`config.mk`:
```
export PLATFORM = sky130hd
export DESIGN_NAME = mmacc_main
export DESIGN_NICKNAME = d
export VERILOG_FILES = /design/src/mmacc_pkg.sv /design/src/glwe_ram_slice.sv /design/src/mmacc_main.sv /design/src/mmacc_req_ctrl.sv /design/src/mmacc_sxt_collect.sv
export SDC_FILE = /design/constraint.sdc
export NUM_CORES = 2
export LEC_CHECK = 0
export BUFFER_PORTS_ARGS = -buffer_cell sky130_fd_sc_hd__buf_2
export CAP_MARGIN = 15
export CORE_ASPECT_RATIO = 1.5
export CORE_MARGIN = 1
export CORE_UTILIZATION = 35
export DETAILED_ROUTE_END_ITERATION = 8
export PLACE_DENSITY_LB_ADDON = 0.2
export SLEW_MARGIN = 5
export SYNTH_ARGS = -nofsm -noshare
export SYNTH_HDL_FRONTEND = slang
export SYNTH_SLANG_ARGS = --single-unit
export TNS_END_PERCENT = 20
```
`constraint.sdc`:
```
create_clock -name clk -period 12.4 [get_ports clk]
set_clock_uncertainty 0.2 [all_clocks]
set_input_delay 1.24 -clock clk [delete_from_list [all_inputs] [get_ports clk]]
set_output_delay 1.24 -clock clk [all_outputs]
set_load 0.03 [all_outputs]
```
`src/mmacc_pkg.sv`:
```
/* Shared constants and vector types of the GRAM multiply-accumulate core
   Row layout, slice split and error bit positions */
package mmacc_pkg;

  // ----------------------------------------
  // Coefficient arithmetic
  // ----------------------------------------
  localparam int COEF_W = 14;
  // Every stored coefficient stays below q
  localparam logic [COEF_W-1:0] MOD_Q = 14'd12289;

  // ----------------------------------------
  // GRAM geometry
  // ----------------------------------------
  localparam int SLICE_NB    = 3;
  localparam int SLICE_COEF  = 2;
  localparam int COEF_NB     = SLICE_NB * SLICE_COEF;
  localparam int SLICE_W     = SLICE_COEF * COEF_W;
  localparam int ROW_W       = COEF_NB * COEF_W;
  localparam int GRAM_DEPTH  = 16;
  localparam int GRAM_ADD_W  = $clog2(GRAM_DEPTH);
  localparam int RAM_LATENCY = 2;

  // Error vector bit positions
  localparam int ERR_GRAM_ACS = 0;
  localparam int ERR_SXT_OVF  = 1;
  localparam int ERR_W        = 2;

  // ----------------------------------------
  // Types
  // ----------------------------------------
  typedef logic [COEF_W-1:0]     coef_t;
  typedef logic [GRAM_ADD_W-1:0] gram_add_t;

  // Coefficient k of a row sits at bit k*COEF_W
  typedef logic [SLICE_W-1:0]    slice_row_t;
  typedef logic [ROW_W-1:0]      row_t;

  typedef logic [ERR_W-1:0]      mmacc_error_t;

endpackage

```
`src/glwe_ram_slice.sv`:
```
/* One GRAM coefficient slice: row memory, read pipeline,
   modular accumulate adder and write-back with load collision flag */
`timescale 1ns/1ps

module glwe_ram_slice (
  input  logic                  clk,
  input  logic                  s_rst_n,

  input  logic                  wr_en_i,
  input  mmacc_pkg::gram_add_t  wr_add_i,
  input  mmacc_pkg::slice_row_t wr_data_i,

  input  logic                  rd_en_i,
  input  logic                  rd_acc_i,
  input  mmacc_pkg::gram_add_t  rd_add_i,
  input  mmacc_pkg::slice_row_t acc_data_i,

  output mmacc_pkg::slice_row_t rd_data_o,
  output logic                  rd_avail_o,
  output logic                  collision_o
);

  mmacc_pkg::slice_row_t mem [mmacc_pkg::GRAM_DEPTH];

  logic [mmacc_pkg::RAM_LATENCY-1:0] rd_vld_p;
  logic [mmacc_pkg::RAM_LATENCY-1:0] rd_acc_p;
  mmacc_pkg::gram_add_t              rd_add_p [mmacc_pkg::RAM_LATENCY];
  mmacc_pkg::slice_row_t             opd_p    [mmacc_pkg::RAM_LATENCY];
  mmacc_pkg::slice_row_t             data_p   [mmacc_pkg::RAM_LATENCY];

  logic                  wb_en;
  mmacc_pkg::gram_add_t  wb_add;
  mmacc_pkg::slice_row_t wb_data;
  mmacc_pkg::slice_row_t acc_sum;

  logic                  mem_wr_en;
  mmacc_pkg::gram_add_t  mem_wr_add;
  mmacc_pkg::slice_row_t mem_wr_data;

  // Per coefficient a + b mod q, both operands already below q
  function automatic mmacc_pkg::slice_row_t slice_mod_add(input mmacc_pkg::slice_row_t a,
                                                          input mmacc_pkg::slice_row_t b);
    mmacc_pkg::slice_row_t      res;
    mmacc_pkg::coef_t           ca;
    mmacc_pkg::coef_t           cb;
    logic [mmacc_pkg::COEF_W:0] sum;
    for (int c = 0; c < mmacc_pkg::SLICE_COEF; c++) begin
      ca  = a[c*mmacc_pkg::COEF_W +: mmacc_pkg::COEF_W];
      cb  = b[c*mmacc_pkg::COEF_W +: mmacc_pkg::COEF_W];
      sum = {1'b0, ca} + {1'b0, cb};
      if (sum >= {1'b0, mmacc_pkg::MOD_Q}) begin
        sum = sum - {1'b0, mmacc_pkg::MOD_Q};
      end
      res[c*mmacc_pkg::COEF_W +: mmacc_pkg::COEF_W] = sum[mmacc_pkg::COEF_W-1:0];
    end
    return res;
  endfunction

  // ----------------------------------------
  // Write port
  // ----------------------------------------
  // Accumulate write-back wins over a load
  assign mem_wr_en   = wb_en | wr_en_i;
  assign mem_wr_add  = wb_en ? wb_add  : wr_add_i;
  assign mem_wr_data = wb_en ? wb_data : wr_data_i;
  assign collision_o = wb_en & wr_en_i;

  always_ff @(posedge clk) begin
    if (mem_wr_en) begin
      mem[mem_wr_add] <= mem_wr_data;
    end
  end

  // ----------------------------------------
  // Read pipeline
  // ----------------------------------------
  always_ff @(posedge clk) begin
    if (!s_rst_n) begin
      rd_vld_p <= '0;
      rd_acc_p <= '0;
      wb_en    <= 1'b0;
    end else begin
      rd_vld_p <= {rd_vld_p[mmacc_pkg::RAM_LATENCY-2:0], rd_en_i};
      rd_acc_p <= {rd_acc_p[mmacc_pkg::RAM_LATENCY-2:0], rd_en_i & rd_acc_i};
      wb_en    <= rd_vld_p[mmacc_pkg::RAM_LATENCY-1] & rd_acc_p[mmacc_pkg::RAM_LATENCY-1];
    end
  end

  always_ff @(posedge clk) begin
    if (rd_en_i) begin
      // Same-edge write is forwarded so the read sees the new row
      if (mem_wr_en && mem_wr_add == rd_add_i) begin
        data_p[0] <= mem_wr_data;
      end else begin
        data_p[0] <= mem[rd_add_i];
      end
    end
    rd_add_p[0] <= rd_add_i;
    opd_p[0]    <= acc_data_i;
    for (int i = 1; i < mmacc_pkg::RAM_LATENCY; i++) begin
      data_p[i]   <= data_p[i-1];
      rd_add_p[i] <= rd_add_p[i-1];
      opd_p[i]    <= opd_p[i-1];
    end
    wb_add  <= rd_add_p[mmacc_pkg::RAM_LATENCY-1];
    wb_data <= acc_sum;
  end

  assign acc_sum = slice_mod_add(data_p[mmacc_pkg::RAM_LATENCY-1],
                                 opd_p[mmacc_pkg::RAM_LATENCY-1]);

  // Only sample-extract reads leave the slice
  assign rd_data_o  = data_p[mmacc_pkg::RAM_LATENCY-1];
  assign rd_avail_o = rd_vld_p[mmacc_pkg::RAM_LATENCY-1] & ~rd_acc_p[mmacc_pkg::RAM_LATENCY-1];

  wb_add_in_range_a: assert property (@(posedge clk) disable iff (!s_rst_n)
    wb_en |-> (int'(wb_add) < mmacc_pkg::GRAM_DEPTH))
    else $error("GRAM write-back address %0d out of range", wb_add);

endmodule

```
`src/mmacc_main.sv`:
```
/* GRAM multiply-accumulate core top: request controller,
   coefficient slices and sample-extract collector */
`timescale 1ns/1ps

module mmacc_main (
  input  logic                    clk,
  input  logic                    s_rst_n,

  // External load
  input  logic                    ldg_wr_en_i,
  input  mmacc_pkg::gram_add_t    ldg_wr_add_i,
  input  mmacc_pkg::row_t         ldg_wr_data_i,

  // NTT result to accumulate
  input  logic                    acc_avail_i,
  input  mmacc_pkg::gram_add_t    acc_add_i,
  input  mmacc_pkg::row_t         acc_data_i,

  // Sample extract
  input  logic                    sxt_req_i,
  input  mmacc_pkg::gram_add_t    sxt_add_i,

  output logic                    sxt_avail_o,
  output mmacc_pkg::row_t         sxt_data_o,
  output mmacc_pkg::mmacc_error_t error_o
);

  logic                           wr_en;
  mmacc_pkg::gram_add_t           wr_add;
  mmacc_pkg::row_t                wr_data;
  logic                           rd_en;
  logic                           rd_acc;
  mmacc_pkg::gram_add_t           rd_add;
  mmacc_pkg::row_t                acc_data;
  logic                           sxt_ovf;

  mmacc_pkg::row_t                slice_rd_data;
  logic [mmacc_pkg::SLICE_NB-1:0] slice_rd_avail;
  logic [mmacc_pkg::SLICE_NB-1:0] slice_collision;

  mmacc_req_ctrl u_req_ctrl (
    .clk           (clk),
    .s_rst_n       (s_rst_n),
    .ldg_wr_en_i   (ldg_wr_en_i),
    .ldg_wr_add_i  (ldg_wr_add_i),
    .ldg_wr_data_i (ldg_wr_data_i),
    .acc_avail_i   (acc_avail_i),
    .acc_add_i     (acc_add_i),
    .acc_data_i    (acc_data_i),
    .sxt_req_i     (sxt_req_i),
    .sxt_add_i     (sxt_add_i),
    .wr_en_o       (wr_en),
    .wr_add_o      (wr_add),
    .wr_data_o     (wr_data),
    .rd_en_o       (rd_en),
    .rd_acc_o      (rd_acc),
    .rd_add_o      (rd_add),
    .acc_data_o    (acc_data),
    .sxt_ovf_o     (sxt_ovf)
  );

  // ----------------------------------------
  // GRAM slices, slice s holds coefficients 2s and 2s+1
  // ----------------------------------------
  for (genvar gi = 0; gi < mmacc_pkg::SLICE_NB; gi++) begin : gen_slice
    glwe_ram_slice u_slice (
      .clk         (clk),
      .s_rst_n     (s_rst_n),
      .wr_en_i     (wr_en),
      .wr_add_i    (wr_add),
      .wr_data_i   (wr_data[gi*mmacc_pkg::SLICE_W +: mmacc_pkg::SLICE_W]),
      .rd_en_i     (rd_en),
      .rd_acc_i    (rd_acc),
      .rd_add_i    (rd_add),
      .acc_data_i  (acc_data[gi*mmacc_pkg::SLICE_W +: mmacc_pkg::SLICE_W]),
      .rd_data_o   (slice_rd_data[gi*mmacc_pkg::SLICE_W +: mmacc_pkg::SLICE_W]),
      .rd_avail_o  (slice_rd_avail[gi]),
      .collision_o (slice_collision[gi])
    );
  end

  mmacc_sxt_collect u_sxt_collect (
    .clk         (clk),
    .s_rst_n     (s_rst_n),
    .rd_data_i   (slice_rd_data),
    .rd_avail_i  (slice_rd_avail),
    .collision_i (slice_collision),
    .sxt_ovf_i   (sxt_ovf),
    .sxt_data_o  (sxt_data_o),
    .sxt_avail_o (sxt_avail_o),
    .error_o     (error_o)
  );

endmodule

```
`src/mmacc_req_ctrl.sv`:
```
/* Request controller: registers load writes and accumulate reads,
   holds one waiting sample-extract request and flags its overflow */
`timescale 1ns/1ps

module mmacc_req_ctrl (
  input  logic                 clk,
  input  logic                 s_rst_n,

  input  logic                 ldg_wr_en_i,
  input  mmacc_pkg::gram_add_t ldg_wr_add_i,
  input  mmacc_pkg::row_t      ldg_wr_data_i,

  input  logic                 acc_avail_i,
  input  mmacc_pkg::gram_add_t acc_add_i,
  input  mmacc_pkg::row_t      acc_data_i,

  input  logic                 sxt_req_i,
  input  mmacc_pkg::gram_add_t sxt_add_i,

  output logic                 wr_en_o,
  output mmacc_pkg::gram_add_t wr_add_o,
  output mmacc_pkg::row_t      wr_data_o,

  output logic                 rd_en_o,
  output logic                 rd_acc_o,
  output mmacc_pkg::gram_add_t rd_add_o,
  output mmacc_pkg::row_t      acc_data_o,

  output logic                 sxt_ovf_o
);

  logic                 pend_vld;
  mmacc_pkg::gram_add_t pend_add;
  logic                 pend_issue;
  logic                 pend_load;
  logic                 sxt_direct;

  // ----------------------------------------
  // Read port ordering
  // ----------------------------------------
  // Accumulate always owns the port; a pending request drains when it is free
  assign pend_issue = pend_vld & ~acc_avail_i;
  assign sxt_direct = sxt_req_i & ~acc_avail_i & ~pend_vld;
  // No room: pending full and the port taken by an accumulate
  assign sxt_ovf_o  = sxt_req_i & pend_vld & acc_avail_i;
  assign pend_load  = sxt_req_i & ~sxt_ovf_o & (acc_avail_i | pend_vld);

  always_ff @(posedge clk) begin
    if (!s_rst_n) begin
      pend_vld <= 1'b0;
    end else if (pend_load) begin
      pend_vld <= 1'b1;
    end else if (pend_issue) begin
      pend_vld <= 1'b0;
    end
  end

  always_ff @(posedge clk) begin
    if (pend_load) begin
      pend_add <= sxt_add_i;
    end
  end

  // ----------------------------------------
  // Slice commands
  // ----------------------------------------
  always_ff @(posedge clk) begin
    if (!s_rst_n) begin
      wr_en_o  <= 1'b0;
      rd_en_o  <= 1'b0;
      rd_acc_o <= 1'b0;
    end else begin
      wr_en_o  <= ldg_wr_en_i;
      rd_en_o  <= acc_avail_i | pend_issue | sxt_direct;
      rd_acc_o <= acc_avail_i;
    end
  end

  always_ff @(posedge clk) begin
    wr_add_o  <= ldg_wr_add_i;
    wr_data_o <= ldg_wr_data_i;
    if (acc_avail_i) begin
      rd_add_o   <= acc_add_i;
      acc_data_o <= acc_data_i;
    end else if (pend_issue) begin
      rd_add_o <= pend_add;
    end else begin
      rd_add_o <= sxt_add_i;
    end
  end

  // Sample extract never takes the slot of an accumulate
  sxt_not_with_acc_a: assert property (@(posedge clk) disable iff (!s_rst_n)
    (pend_issue || sxt_direct) |-> !acc_avail_i)
    else $error("Sample-extract read issued together with an accumulate read");

endmodule

```
`src/mmacc_sxt_collect.sv`:
```
/* Sample-extract collector: registers assembled rows from the slices
   and merges slice collisions and request overflow into the error vector */
`timescale 1ns/1ps

module mmacc_sxt_collect (
  input  logic                            clk,
  input  logic                            s_rst_n,

  input  mmacc_pkg::row_t                 rd_data_i,
  input  logic [mmacc_pkg::SLICE_NB-1:0]  rd_avail_i,
  input  logic [mmacc_pkg::SLICE_NB-1:0]  collision_i,
  input  logic                            sxt_ovf_i,

  output mmacc_pkg::row_t                 sxt_data_o,
  output logic                            sxt_avail_o,
  output mmacc_pkg::mmacc_error_t         error_o
);

  mmacc_pkg::mmacc_error_t error_d;
  logic                    row_avail;

  // Slices run in lockstep
  assign row_avail = rd_avail_i[0];

  always_comb begin
    error_d                          = '0;
    error_d[mmacc_pkg::ERR_GRAM_ACS] = |collision_i;
    error_d[mmacc_pkg::ERR_SXT_OVF]  = sxt_ovf_i;
  end

  // ----------------------------------------
  // Output registers
  // ----------------------------------------
  always_ff @(posedge clk) begin
    if (!s_rst_n) begin
      sxt_avail_o <= 1'b0;
      error_o     <= '0;
    end else begin
      sxt_avail_o <= row_avail;
      error_o     <= error_d;
    end
  end

  always_ff @(posedge clk) begin
    if (row_avail) begin
      sxt_data_o <= rd_data_i;
    end
  end

  slices_in_step_a: assert property (@(posedge clk) disable iff (!s_rst_n)
    (rd_avail_i == '0) || (rd_avail_i == '1))
    else $error("Slice read data out of step: %b", rd_avail_i);

endmodule

```
### Word level (Yosys, flattened, before mapping)

Memories as Yosys holds them, arrays and structs flattened. A register that Yosys moved wholly into a read port is not among the register bits.
Cells that the tools add are included.

* add/sub/neg operators: 12
* magnitude comparators: 6
* eq/ne operators: 3
* multiplexer cells: 43
* bitwise gates (word level): 28
* reductions and logical operators: 5

Operators by type and width (count)
* $mux 28: 6
* $add 14x14->15: 6
* $ge 15x14->1 const B: 6
* $mux 14: 6
* $sub 14x14->14 const B: 6
* $mux 1: 26
* $mux 4: 5
* $and 1x1->1: 15
* $eq 4x4->1: 3
* $or 1x1->1: 9
* $not 1->1: 4
* $logic_and 1x1->1: 3
* $reduce_or 3->1: 1
* $reduce_bool 2->1: 1

* flip-flop bits (word level): 370
* RAM bits: 1704
* logic and storage cells: 133
* memories: 12

Memory list
* gen_slice[0].u_slice.mem: depth 16, bits a word 28, rd ports 1, clocked after Yosys merged registers in 1, wr ports 1, line glwe_ram_slice.sv:23 `mmacc_pkg::slice_row_t mem [mmacc_pkg::GRAM_DEPTH];`
* gen_slice[1].u_slice.mem: depth 16, bits a word 28, rd ports 1, clocked after Yosys merged registers in 1, wr ports 1, line glwe_ram_slice.sv:23
* gen_slice[2].u_slice.mem: depth 16, bits a word 28, rd ports 1, clocked after Yosys merged registers in 1, wr ports 1, line glwe_ram_slice.sv:23
* gen_slice[0].u_slice.data_p: depth 2, bits a word 28, rd ports 2, clocked after Yosys merged registers in 0, wr ports 2, line glwe_ram_slice.sv:29 `mmacc_pkg::slice_row_t data_p [mmacc_pkg::RAM_LATENCY];`
* gen_slice[0].u_slice.opd_p: depth 2, bits a word 28, rd ports 2, clocked after Yosys merged registers in 0, wr ports 2, line glwe_ram_slice.sv:28 `mmacc_pkg::slice_row_t opd_p [mmacc_pkg::RAM_LATENCY];`
* gen_slice[1].u_slice.data_p: depth 2, bits a word 28, rd ports 2, clocked after Yosys merged registers in 0, wr ports 2, line glwe_ram_slice.sv:29
* +6 memories

### Longest topological paths before layout

* word-level depth: 7
* gate-level depth with buffers: 14

### Modules after synthesis

Synthesis repeated with hierarchy kept, for this count alone.

* cells, all modules: 4109
* area total of the unflattened synthesis: 78609.1 sq um

By module, submodules not included
* glwe_ram_slice (gen_slice[1].u_slice ...): instances 2, cells an instance 1288, area an instance 23850.4 sq um, sequential area each 16876.2 sq um
* glwe_ram_slice (gen_slice[0].u_slice): instances 1, cells an instance 1236, area an instance 23583.9 sq um, sequential area each 16876.2 sq um
* mmacc_req_ctrl: instances 1, cells an instance 207, area an instance 4720.8 sq um, sequential area each 4564.4 sq um
* mmacc_sxt_collect: instances 1, cells an instance 90, area an instance 2603.7 sq um, sequential area each 2582.5 sq um

### Least setup slack after synthesis

No wires, ideal clock.

* path type: register -> register
* start point: reg gen_slice[0].u_slice.wb_en
* end point: mem gen_slice[0].u_slice.mem[9][0] (netlist bit), enable pin
* library setup time: 527 ps
* data arrival time: 5242 ps
* data required time: 11673 ps
* slack: 6431 ps
* stages on the path, launching flop included: 8
* period minus slack after synthesis: 5969 ps
* cell sequence: dfxtp_1 clkbuf_1 clkbuf_1 clkbuf_1 clkbuf_1 nand2_1 o32a_1 nor2_1

* cells in the longest elaborated chain, start to end: 3
* elaborated cells between the ends (all ways): 4
* those cells by class: 3 x mux; 1 x bitwise

RTL lines
* start, declared: line glwe_ram_slice.sv:31 `logic wb_en;`
* start signal, assigned: line glwe_ram_slice.sv:85 `wb_en <= rd_vld_p[mmacc_pkg::RAM_LATENCY-1] & rd_acc_p[mmacc_pkg::RAM_LATENCY-1];`
* $or 1x1->1: line glwe_ram_slice.sv:63 `assign mem_wr_en = wb_en | wr_en_i;`
* $mux 1: line glwe_ram_slice.sv:69 `if (mem_wr_en) begin`
* $mux 1 (implied by the code): line glwe_ram_slice.sv:70 `mem[mem_wr_add] <= mem_wr_data;`
* end, declared: line glwe_ram_slice.sv:23

Parallel ways exist; a longest one is shown, timed or not.

==> metrics.md <==
| Metric | Value |
|---|---|
| Vias per cell | `around 5.1` |
| Critical hold path startpoint | `gen_slice[0].u_slice.opd_p[0][14]` |
| Main combinational cell family by area after synthesis | `multiplexers` |
| Post-DRT Antenna Nets | `0` |
| Setup Buffers After CTS | `0` |
| Layout area overhead | `15.2%` |
| Site row count | `around 210` |
| R2R depth | `6` |
| Initial core utilization | `0.352` |
| Post-Route WL | `approximately 180 mm` |
| Arr. time, crit path | `roughly 5.4 ns` |
| Largest net degree at the start of global routing | `138` |
| Status | `complete, but fails checks` |
| Final Max Tran Viols | `0` |
| Post-Syn Area | `0.0763 mm^2` |
| Worst-path clk slew | `about 0.06 ns` |
| NumNets Final | `4514` |
| DP Wirelength | `roughly 100 mm` |
| Failing checks | `DRC` |
| Crit path time final | `approximately 5 ns` |
| LEAKAGE | `29.3 nW` |
| Max-cap check violation count | `0` |
| Num Clock Sinks | `~2100` |
| Worst Hold Class | `reg -> reg` |
| Startpoint types | `register` |
| Dpl ws | `around 7.2 ns` |
| Hold Path Depth | `0` |
| RSZ-0062 raised after global routing | `false` |
| DIE HEIGHT | `about 570 um` |
| XOR/XNOR Fraction of Synth Area | `0.0120` |
| Main flop type after synthesis | `edfxtp_1` |
| Via count of the first global-routing pass | `a little under 40000` |
| Max VDD drop | `approximately 0.12 mV` |
| Finish-stage setup viols | `0` |
| Die Wd | `between 300 and 400 um` |
| Period utilization | `0.404` |
| Sequential area share after synthesis | `0.748` |
| Synth Area in Compound Gates | `0.0342` |
| Mean area per synthesized cell | `~20 um^2` |
| Clock Latency Late Sink | `~0.85 ns` |
| Core area | `~0.22 mm^2` |
| Critical Path RT | `roughly 13 ns` |
| Reg2Reg Setup Slack | `~7.4 ns` |
| Htree depth | `4` |
| Worst-Margin Slew | `between 1 and 1.5 ns` |
| Buffers on Ports | `between 200 and 300` |
| DIE AREA | `0.220 mm^2` |
| First-pass GRT wire length | `266 mm` |
| Worst R2R Start | `u_req_ctrl.rd_add_o[0]` |
| CTS max path bufs | `4` |
| WS Path Type | `reg -> reg` |
| Multi-input gate area | `~0.019 mm^2` |
| FF-to-FF End | `gen_slice[1].u_slice.data_p[0][8]` |
| Worst Setup End Kind | `register` |
| I/O pin total | `about 270` |
| FF/Latch Area | `~0.057 mm^2` |
| Gr usage total | `0.166` |
| Syn Nets | `between 4000 and 5000` |
| Yosys reg bits | `roughly 2100` |
| Hold Worst Slack | `approximately 0.08 ns` |
| FMAX | `around 200 MHz` |
| Initial DRC count | `2182` |
| DR WL/cell | `approximately 25 um` |
| Setup ws final | `roughly 7.4 ns` |
| First-pass iteration count of the detailed router | `7` |
| Final Cell Area | `slightly below 0.09 mm^2` |
| Initial antenna violation count | `10` |
| Inserted Clock Buffers | `approximately 210` |
| Post_cts resized | `0` |
| Unique masters post-synth | `89` |
| GPL Wtd Cong | `roughly 0.77` |
| Vias | `around 37000` |
| Filler cell count | `a little under 20000` |
| Post-synthesis simple-gate area fraction | `0.0264` |
| Total gr overflow | `0` |
| Ys async rst share | `0` |
| CTS tree | `done` |
| Setup TNS | `0 ns` |
| Area after DPL | `~0.08 mm^2` |
| Drt drc | `40` |
| Clock tree root buffer cell | `clkbuf_16` |
| CP max FO | `50` |
| Hold Crit Endpoint | `gen_slice[0].u_slice.opd_p[0][42]` |
| Adder-cell area share of the yosys netlist | `0.0173` |
| Mapped Cells | `about 3800` |
| Synth warn | `0` |
| Final hold vios | `0` |
| Share of cells above drive strength 1 | `0.292` |
| Power per cell area | `around 180 mW/mm^2` |
| Post-synth EDFFs | `1600` |
| Fraction of synthesized area in multiplexers | `0.152` |
| Hold_buf cts | `0` |
| Relative slew margins | `0.248` |
## kinds of logic after synthesis
logic type | count (synthesis)
simple gates | 393
fa+ha+maj | 102
flops | 2052
buf+inv | 203
compound gates | 369
mux | 610
xor+xnor | 105
## cell type report
cell class | count | area share
flip-flops and latches | 2052 | 0.650
multi-input cells | 1579 | 0.211
clock buffers | 303 | 0.0672
well taps | 2848 | 0.0405
repair buffers | 330 | 0.0211
clock inverters | 69 | 0.00759
inverters | 59 | 0.00252
diodes | 4 | 0.000114
## synthesized netlist by cell type, types with 10 or more instances
cell type | instances | area, um^2
nor2_1 | 104 | 390
or3_1 | 16 | 100
nor4_1 | 11 | 68.8
mux2_2 | 168 | 1890
o21a_1 | 27 | 203
nand3_1 | 36 | 180
or2_2 | 12 | 75.1
clkbuf_1 | 97 | 364
edfxtp_1 | 1600 | 48000
nor2b_1 | 14 | 87.6
mux2i_1 | 22 | 220
nand2b_1 | 15 | 93.8
xor2_1 | 45 | 394
or4_1 | 10 | 75.1
and2_1 | 12 | 75.1
ha_1 | 96 | 1200
a211oi_1 | 23 | 173
inv_1 | 59 | 221
nand2_1 | 74 | 278
and3_1 | 14 | 87.6
xnor2_1 | 60 | 526
o21ai_0 | 68 | 340
dfxtp_1 | 452 | 9050
a21o_1 | 30 | 225
mux4_2 | 420 | 9460
nor3_1 | 35 | 175
a21oi_1 | 75 | 375
o211ai_1 | 19 | 143
buf_1 | 40 | 150
a31oi_1 | 12 | 75.1
## how the worst max path moves through the flow
stage | end | slack, ns | depth (start not counted) | from
floorplan | gen_slice[0].u_slice.mem[9][0] | 6.43 | 7 | gen_slice[0].u_slice.wb_en
global route | gen_slice[1].u_slice.data_p[0][11] | 6.87 | 6 | u_req_ctrl.rd_add_o[0]
finish | gen_slice[1].u_slice.data_p[0][8] | 7.39 | 6 | u_req_ctrl.rd_add_o[0]
detailed placement | gen_slice[1].u_slice.data_p[0][8] | 7.15 | 6 | u_req_ctrl.rd_add_o[0]
global placement | gen_slice[1].u_slice.data_p[0][11] | 7.14 | 6 | u_req_ctrl.rd_add_o[0]
CTS | gen_slice[1].u_slice.data_p[0][8] | 7.15 | 6 | u_req_ctrl.rd_add_o[0]
## metrics by stage
step	power, mW	utilization	std cells
after CTS	15.6	0.406	7240
after detailed placement	9.48	0.376	6868
after floorplan	9.01	-	3834
after global placement	9.47	0.376	6868
final	15.4	0.406	7244
after global routing	16.0	0.406	7241
## layer usage
metal	part of all wire	global-route usage	vias up
li1	-	-	16300
met1	0.40	0.201	19508
met2	0.54	0.306	791
met3	0.039	0.0225	286
met4	0.024	0.0442	0
met5	0	0	-
## cells in the final DEF, fill, tap and decap left out, types with 61 or more instances in the layout
| master | instances |
|---|---|
| nand2_1 | 74 |
| mux4_2 | 420 |
| a21oi_1 | 75 |
| nor2_1 | 88 |
| mux2_2 | 168 |
| ha_1 | 96 |
| buf_2 | 270 |
| dfxtp_1 | 446 |
| clkbuf_16 | 211 |
| edfxtp_1 | 1600 |
| o21ai_0 | 68 |
| clkbuf_1 | 61 |
## where the power goes
group          switching [mW]  total (mW)  internal (mW)
Clock                    2.60        6.12           3.52
Sequential              0.136        7.86           7.73
Combinational           0.818        1.44          0.620
## state kept, by name, indices dropped and copies added (netlist names), 8 cells and up
name                        cells
gen_slice.u_slice.rd_add_p      8
u_sxt_collect.sxt_data_o       84
gen_slice.u_slice.opd_p       168
u_req_ctrl.acc_data_o          84
u_req_ctrl.wr_data_o           84
gen_slice.u_slice.wb_data      84
gen_slice.u_slice.mem        1344
gen_slice.u_slice.data_p      168
## critical path, cell delays in order, from the launching register on
cell	delay, ns
dfxtp_4	0.70
buf_4	0.71
buf_4	0.78
buf_4	0.90
mux4_2	0.61
mux4_2	0.46
mux2_2	0.27
Note: power is estimated with default switching activity, not from simulation.
